<file path="src/sparcPkg.sv">
package sparcPkg;

	localparam int WORD_W = 32;
	localparam int MEM_WORDS = 256;
	localparam int MEM_ADDR_W = 8;
	localparam int MEM_LATENCY = 3;
	localparam int MEM_LAT_W = $clog2(MEM_LATENCY + 1);
	localparam int PSR_ICC_LSB = 20; // icc sits in PSR[23:20]

	// op field
	localparam logic [1:0] OP_FORMAT2 = 2'b00;
	localparam logic [1:0] OP_ARITH = 2'b10;
	localparam logic [1:0] OP_MEM = 2'b11;

	// op2 for format 2, taken from op3[5:3]
	localparam logic [2:0] OP2_BICC = 3'b010;
	localparam logic [2:0] OP2_SETHI = 3'b100;

	localparam logic [5:0] OP3_LD = 6'b000000;
	localparam logic [5:0] OP3_ST = 6'b000100;
	localparam logic [5:0] OP3_CC_MASK = 6'b010000; // Bit 4 selects the cc form

	// ALU ops follow op3 of the arithmetic group
	localparam logic [5:0] ALU_ADD = 6'b000000;
	localparam logic [5:0] ALU_AND = 6'b000001;
	localparam logic [5:0] ALU_OR = 6'b000010;
	localparam logic [5:0] ALU_XOR = 6'b000011;
	localparam logic [5:0] ALU_SUB = 6'b000100;
	localparam logic [5:0] ALU_PASSA = 6'b101110;
	localparam logic [5:0] ALU_PASSB = 6'b101111;

	// Bicc cond field
	localparam logic [3:0] COND_BN = 4'b0000;
	localparam logic [3:0] COND_BE = 4'b0001;
	localparam logic [3:0] COND_BL = 4'b0011;
	localparam logic [3:0] COND_BA = 4'b1000;
	localparam logic [3:0] COND_BNE = 4'b1001;
	localparam logic [3:0] COND_BGE = 4'b1011;

	typedef enum logic [1:0] {ALUA_REG, ALUA_PC, ALUA_NPC} aluASel_t;
	typedef enum logic [1:0] {ALUB_REG, ALUB_IMM, ALUB_FOUR} aluBSel_t;
	typedef enum logic [1:0] {EXT_SIMM13, EXT_SETHI, EXT_DISP22} extSel_t;
	typedef enum logic {PCIN_NPC, PCIN_ALU} pcInSel_t;
	typedef enum logic {MDR_MEM, MDR_REG} mdrSel_t;
	typedef enum logic {REGA_RS1, REGA_RD} regASel_t;

endpackage

</file>
<file path="src/sparcControl.sv">
`timescale 1ns/10ps

module sparcControl (
	input  logic Clk,
	input  logic RESET,
	input  logic [1:0] Op,
	input  logic [5:0] Op3,
	input  logic [3:0] Cond,
	input  logic Annul,
	input  logic Imm,
	input  logic BranchTaken,
	input  logic MFC,
	output logic PcClr,
	output logic PsrClr,
	output logic IrEn,
	output logic PcEn,
	output logic NpcEn,
	output logic MarEn,
	output logic MdrEn,
	output logic PsrEn,
	output logic RegWrite,
	output sparcPkg::aluASel_t AluASel,
	output sparcPkg::aluBSel_t AluBSel,
	output sparcPkg::extSel_t ExtSel,
	output sparcPkg::pcInSel_t PcInSel,
	output sparcPkg::mdrSel_t MdrSel,
	output sparcPkg::regASel_t RegASel,
	output logic [5:0] AluOp,
	output logic MemReq,
	output logic MemWrite,
	output logic Halted
);
	import sparcPkg::*;

	typedef enum logic [4:0] {
		S_RESET,
		S_FETCH,
		S_FETCH_REQ,
		S_FETCH_WAIT,
		S_DECODE,
		S_SETHI,
		S_BRANCH,
		S_BR_SKIP,
		S_ARITH,
		S_LD_ADDR,
		S_LD_REQ,
		S_LD_WAIT,
		S_LD_WB,
		S_ST_ADDR,
		S_ST_DATA,
		S_ST_REQ,
		S_ST_WAIT,
		S_PC_FLOW,
		S_HALT
	} state_t;

	state_t state;
	state_t nextState;
	logic arithLegal;
	logic condLegal;
	logic annulTaken;

	// Only the kept arithmetic and logic op3 values
	assign arithLegal = ((Op3 & ~OP3_CC_MASK) inside {ALU_ADD, ALU_SUB, ALU_AND, ALU_OR})
		|| (Op3 == ALU_XOR);
	assign condLegal = Cond inside {COND_BN, COND_BE, COND_BL, COND_BA, COND_BNE, COND_BGE};
	// BA,a skips the delay slot even though it is taken
	assign annulTaken = Annul && (Cond == COND_BA);

	always_ff @(posedge Clk)
	begin
		if (RESET)
			state <= S_RESET;
		else
			state <= nextState;
	end

	always_comb
	begin
		nextState = state;
		PcClr = 1'b0;
		PsrClr = 1'b0;
		IrEn = 1'b0;
		PcEn = 1'b0;
		NpcEn = 1'b0;
		MarEn = 1'b0;
		MdrEn = 1'b0;
		PsrEn = 1'b0;
		RegWrite = 1'b0;
		AluASel = ALUA_REG;
		AluBSel = ALUB_REG;
		ExtSel = EXT_SIMM13;
		PcInSel = PCIN_NPC;
		MdrSel = MDR_MEM;
		RegASel = REGA_RS1;
		AluOp = ALU_ADD;
		MemReq = 1'b0;
		MemWrite = 1'b0;
		Halted = 1'b0;

		case (state)
			S_RESET:
			begin
				PcClr = 1'b1; // PC = 0, NPC = 4
				PsrClr = 1'b1;
				nextState = S_FETCH;
			end
			S_FETCH:
			begin
				AluASel = ALUA_PC;
				AluOp = ALU_PASSA;
				MarEn = 1'b1;
				nextState = S_FETCH_REQ;
			end
			S_FETCH_REQ:
			begin
				MemReq = 1'b1;
				nextState = S_FETCH_WAIT;
			end
			S_FETCH_WAIT:
			begin
				if (MFC)
				begin
					IrEn = 1'b1;
					nextState = S_DECODE;
				end
			end
			S_DECODE:
			begin
				nextState = S_HALT; // Anything not matched below
				case (Op)
					OP_FORMAT2:
					begin
						if (Op3[5:3] == OP2_SETHI)
							nextState = S_SETHI;
						else if (Op3[5:3] == OP2_BICC && condLegal)
							nextState = S_BRANCH;
					end
					OP_ARITH:
					begin
						if (arithLegal)
							nextState = S_ARITH;
					end
					OP_MEM:
					begin
						if (Op3 == OP3_LD)
							nextState = S_LD_ADDR;
						else if (Op3 == OP3_ST)
							nextState = S_ST_ADDR;
					end
					default: nextState = S_HALT; // CALL is not kept
				endcase
			end
			S_SETHI:
			begin
				ExtSel = EXT_SETHI;
				AluBSel = ALUB_IMM;
				AluOp = ALU_PASSB;
				RegWrite = 1'b1;
				nextState = S_PC_FLOW;
			end
			S_BRANCH:
			begin
				AluASel = ALUA_PC;
				AluBSel = ALUB_IMM;
				ExtSel = EXT_DISP22;
				if (BranchTaken && !annulTaken)
				begin
					// Delay slot runs, then the target
					PcEn = 1'b1;
					NpcEn = 1'b1;
					nextState = S_FETCH;
				end
				else if (BranchTaken)
				begin
					PcInSel = PCIN_ALU; // PC = target
					PcEn = 1'b1;
					nextState = S_BR_SKIP;
				end
				else if (Annul)
				begin
					// Not taken and annulled, PC = NPC + 4
					AluASel = ALUA_NPC;
					AluBSel = ALUB_FOUR;
					PcInSel = PCIN_ALU;
					PcEn = 1'b1;
					nextState = S_BR_SKIP;
				end
				else
				begin
					AluASel = ALUA_NPC;
					AluBSel = ALUB_FOUR;
					PcEn = 1'b1;
					NpcEn = 1'b1;
					nextState = S_FETCH;
				end
			end
			S_BR_SKIP:
			begin
				AluASel = ALUA_PC; // NPC = new PC + 4
				AluBSel = ALUB_FOUR;
				NpcEn = 1'b1;
				nextState = S_FETCH;
			end
			S_ARITH:
			begin
				AluBSel = Imm ? ALUB_IMM : ALUB_REG;
				AluOp = Op3;
				RegWrite = 1'b1;
				PsrEn = |(Op3 & OP3_CC_MASK);
				nextState = S_PC_FLOW;
			end
			S_LD_ADDR:
			begin
				AluBSel = Imm ? ALUB_IMM : ALUB_REG;
				MarEn = 1'b1;
				nextState = S_LD_REQ;
			end
			S_LD_REQ:
			begin
				MemReq = 1'b1;
				nextState = S_LD_WAIT;
			end
			S_LD_WAIT:
			begin
				if (MFC)
				begin
					MdrEn = 1'b1;
					nextState = S_LD_WB;
				end
			end
			S_LD_WB:
			begin
				RegWrite = 1'b1; // Datapath picks MDR for loads
				nextState = S_PC_FLOW;
			end
			S_ST_ADDR:
			begin
				AluBSel = Imm ? ALUB_IMM : ALUB_REG;
				MarEn = 1'b1;
				nextState = S_ST_DATA;
			end
			S_ST_DATA:
			begin
				RegASel = REGA_RD; // Store data is rd
				MdrSel = MDR_REG;
				MdrEn = 1'b1;
				nextState = S_ST_REQ;
			end
			S_ST_REQ:
			begin
				MemReq = 1'b1;
				MemWrite = 1'b1;
				nextState = S_ST_WAIT;
			end
			S_ST_WAIT:
			begin
				if (MFC)
					nextState = S_PC_FLOW;
			end
			S_PC_FLOW:
			begin
				// PC = NPC, NPC = NPC + 4
				AluASel = ALUA_NPC;
				AluBSel = ALUB_FOUR;
				PcEn = 1'b1;
				NpcEn = 1'b1;
				nextState = S_FETCH;
			end
			S_HALT:
			begin
				Halted = 1'b1;
			end
			default: nextState = S_RESET;
		endcase
	end

endmodule

</file>
<file path="config.mk">
export PLATFORM = sky130hd
export DESIGN_NAME = sparcControl
export DESIGN_NICKNAME = d
export VERILOG_FILES = /design/src/sparcPkg.sv /design/src/sparcControl.sv
export SDC_FILE = /design/constraint.sdc
export NUM_CORES = 1
export LEC_CHECK = 0
export BUFFER_PORTS_ARGS = -buffer_cell sky130_fd_sc_hd__buf_2
export CELL_PAD_IN_SITES_DETAIL_PLACEMENT = 1
export CELL_PAD_IN_SITES_GLOBAL_PLACEMENT = 2
export CORE_ASPECT_RATIO = 0.5
export CORE_MARGIN = 5
export CORE_UTILIZATION = 21
export DETAILED_ROUTE_END_ITERATION = 6
export PLACE_DENSITY_LB_ADDON = 0.1
export SKIP_LAST_GASP = 1
export SYNTH_ARGS = -nofsm -noshare
export SYNTH_HDL_FRONTEND = slang
export SYNTH_SLANG_ARGS = --single-unit
export TNS_END_PERCENT = 5
</file>
<file path="constraint.sdc">
create_clock -name Clk -period 3 [get_ports Clk]
set_input_delay 0.9 -clock Clk [delete_from_list [all_inputs] [get_ports Clk]]
set_output_delay 0.9 -clock Clk [all_outputs]
set_load 0.01 [all_outputs]
</file>
==> results.cfg <==
[run_status]
status = finished clean

[worst_setup_path]
r2r_slack_ps = 870
worstPathRequired_ps = 2100
path_class = in2out
start_kind = input pin
critPathCaptureType = output pin
cp.arrival_ps = 1880
critPathMaxFanout = 4

[cells_and_area]
area_growth_pct = 39.04
fin_nets = 196
final_common_cell = buf_2
multi_input_area_um2 = 646.9
top_register = state
stdcell_area_um2 = 1159
drive_gt1_frac = 0.3446
largest_register_ffs = 5
top_regs = state: 5 flops
n_antenna_cell = 0
final_util = 0.2999
regArea_um2 = 100.1
fin_cells = 231
num-fill-cells = 525
layout_common_cells = buf_2 (44), nand2_1 (17), a21oi_1 (15)

[floorplan]
core_um2 = 3864
die_area_um2 = 5405
die_h_um = 54.55
ioPinCount = 45
fp.dieW_um = 99.09
rows = 16
start_util = 0.2157

[cts]
cts_buffers = 3
cts.sinks = 5
cts_repair_resize_count = 0
cts_hold_buf = 0
h-tree-depth = 1
cts_buffer_depth = 2
cts_root_buf = clkbuf_8
cts_tree = built
path_clk_slew_ps = 30
clk_latency_ps = 220
postCtsSetupRepairBufs = 0

[placement]
routabilityCongestion = 0.7595
io_buffers = 44
dp_hpwl_um = 3001
placed_cells = 227
placed_area_um2 = 1114

[power_and_ir_drop]
p_per_area_nw_per_um2 = 540.7
p_leak_nw = 0.5169
power_w = 0.0006264
peakVddDrop_mv = 0.3572

[drt]
drc_errors = 0
wl_per_cell_um = 15.80
drt_iter0_markers = 49
vias = 1134
vias_per_cell = 4.909
ant_nets = 0
first_pass_iters = 4
routed_wl_um = 3649

[timing]
drv_slew = 0
max_freq_mhz = 359.6
rsz0062_at_grt = no
fin_tns_setup_ps = 0
hold_violations = 0
period_needed_ps = 2781
min_period_over_period = 0.9270
slew-limit-headroom = 0.5730
fin_worst_skew_ps = 1.449
setup_viol = 0
worst_pin_slew_ps = 631.6

[yosys]
syn_area_um2 = 833.3
syn_avg_cell_area_um2 = 6.265
ys_seq_area_frac = 0.1201
syn_nets = 151
synth.distinct_cells = 43
synthCells = 133
synth_edf_count = 0
ys_ff_latch = 5
ys.flop_type = dfxtp_1
async_reset_ff_frac = 0
yosys_warnings = 0

[global_routing]
grt_pass1_vias = 1133
antenna_found_initial = 0
grt_max_degree = 20
grt_pass1_wl_um = 6058
overflow = 0
track_usage = 0.1420

[flow_run]
cap_violations = 0

[min_path]
hp-class = reg2reg
[final timing paths]
| path | startpoint | to | cells past startpoint |
|---|---|---|---|
| max | Cond[3] | NpcEn | 6 |
| min | state[1] | state[0] | 4 |
| max reg2reg | state[1] | state[1] | 6 |
| min reg2reg | state[1] | state[0] | 4 |
[report_power, final]
group / total (W) / switching [W] / internal [W]
clock network: 0.000122 / 0.0000305 / 0.0000910
logic: 0.000393 / 0.000239 / 0.000155
registers: 0.000112 / 0.0000317 / 0.0000800
total: 0.000626 / 0.000301 / 0.000326
[metal layers]
metal / wire [um] / global-route usage / share of wire / up-vias
met5: 0 / 0 / 0 / -
met4: 0 / 0.02721 / 0 / 0
met3: 208 / 0.02163 / 0.057 / 0
met2: 1384 / 0.2044 / 0.38 / 31
met1: 2056 / 0.2192 / 0.56 / 527
li1: - / - / - / 576
[synth_stat cells (2+ instances only)]
master / number / share of area
nor2_1: 14 / 0.063
a211oi_1: 2 / 0.018
or4b_2: 2 / 0.024
nor4b_1: 2 / 0.021
and3_1: 3 / 0.023
a21oi_1: 15 / 0.090
a221oi_1: 2 / 0.021
clkbuf_1: 6 / 0.027
o221ai_1: 2 / 0.021
nand3_1: 7 / 0.042
nor4_1: 2 / 0.015
buf_4: 3 / 0.027
nor2b_1: 2 / 0.015
o21ai_0: 8 / 0.048
a31oi_1: 3 / 0.023
nand2_1: 17 / 0.077
dfxtp_1: 5 / 0.12
nand3b_1: 2 / 0.018
inv_1: 7 / 0.032
nand2b_1: 3 / 0.023
nor3_1: 4 / 0.024
[cell type report]
cell class	instances	share of cell area
Multi-Input combinational cell	110	0.5583
Timing Repair Buffer	51	0.2354
Sequential cell	5	0.08639
Tap cell	54	0.05832
Clock buffer	4	0.03888
Inverter	7	0.02268
[metrics by stage]
step / hold WS (ps) / setup WS (ps)
6_report: 775.3 / 219.0
2_1_floorplan: 614.5 / 405.9
4_1_cts: 787.4 / 149.7
3_5_place_dp: 777.9 / 152.3
3_3_place_gp: 756.9 / 201.7
5_1_grt: 845.9 / 41.91
[critical path, cell delays in order]
cell	delay, ps
buf_2	90
nor4b_1	130
o21ai_0	360
nand2_1	110
a21oi_1	150
buf_2	140
[logic make-up (layout without fill, tap and decap cells)]
group | count (synthesis) | after routing | synth area share
AND/OR/NAND/NOR | 68 | 68 | 0.4535
AO/OA/AOI/OAI | 41 | 41 | 0.3123
buffers and inverters | 18 | 62 | 0.1036
flip-flops | 5 | 5 | 0.1201
XOR/XNOR | 1 | 1 | 0.01051
Note: power is estimated with default switching activity, not from simulation.
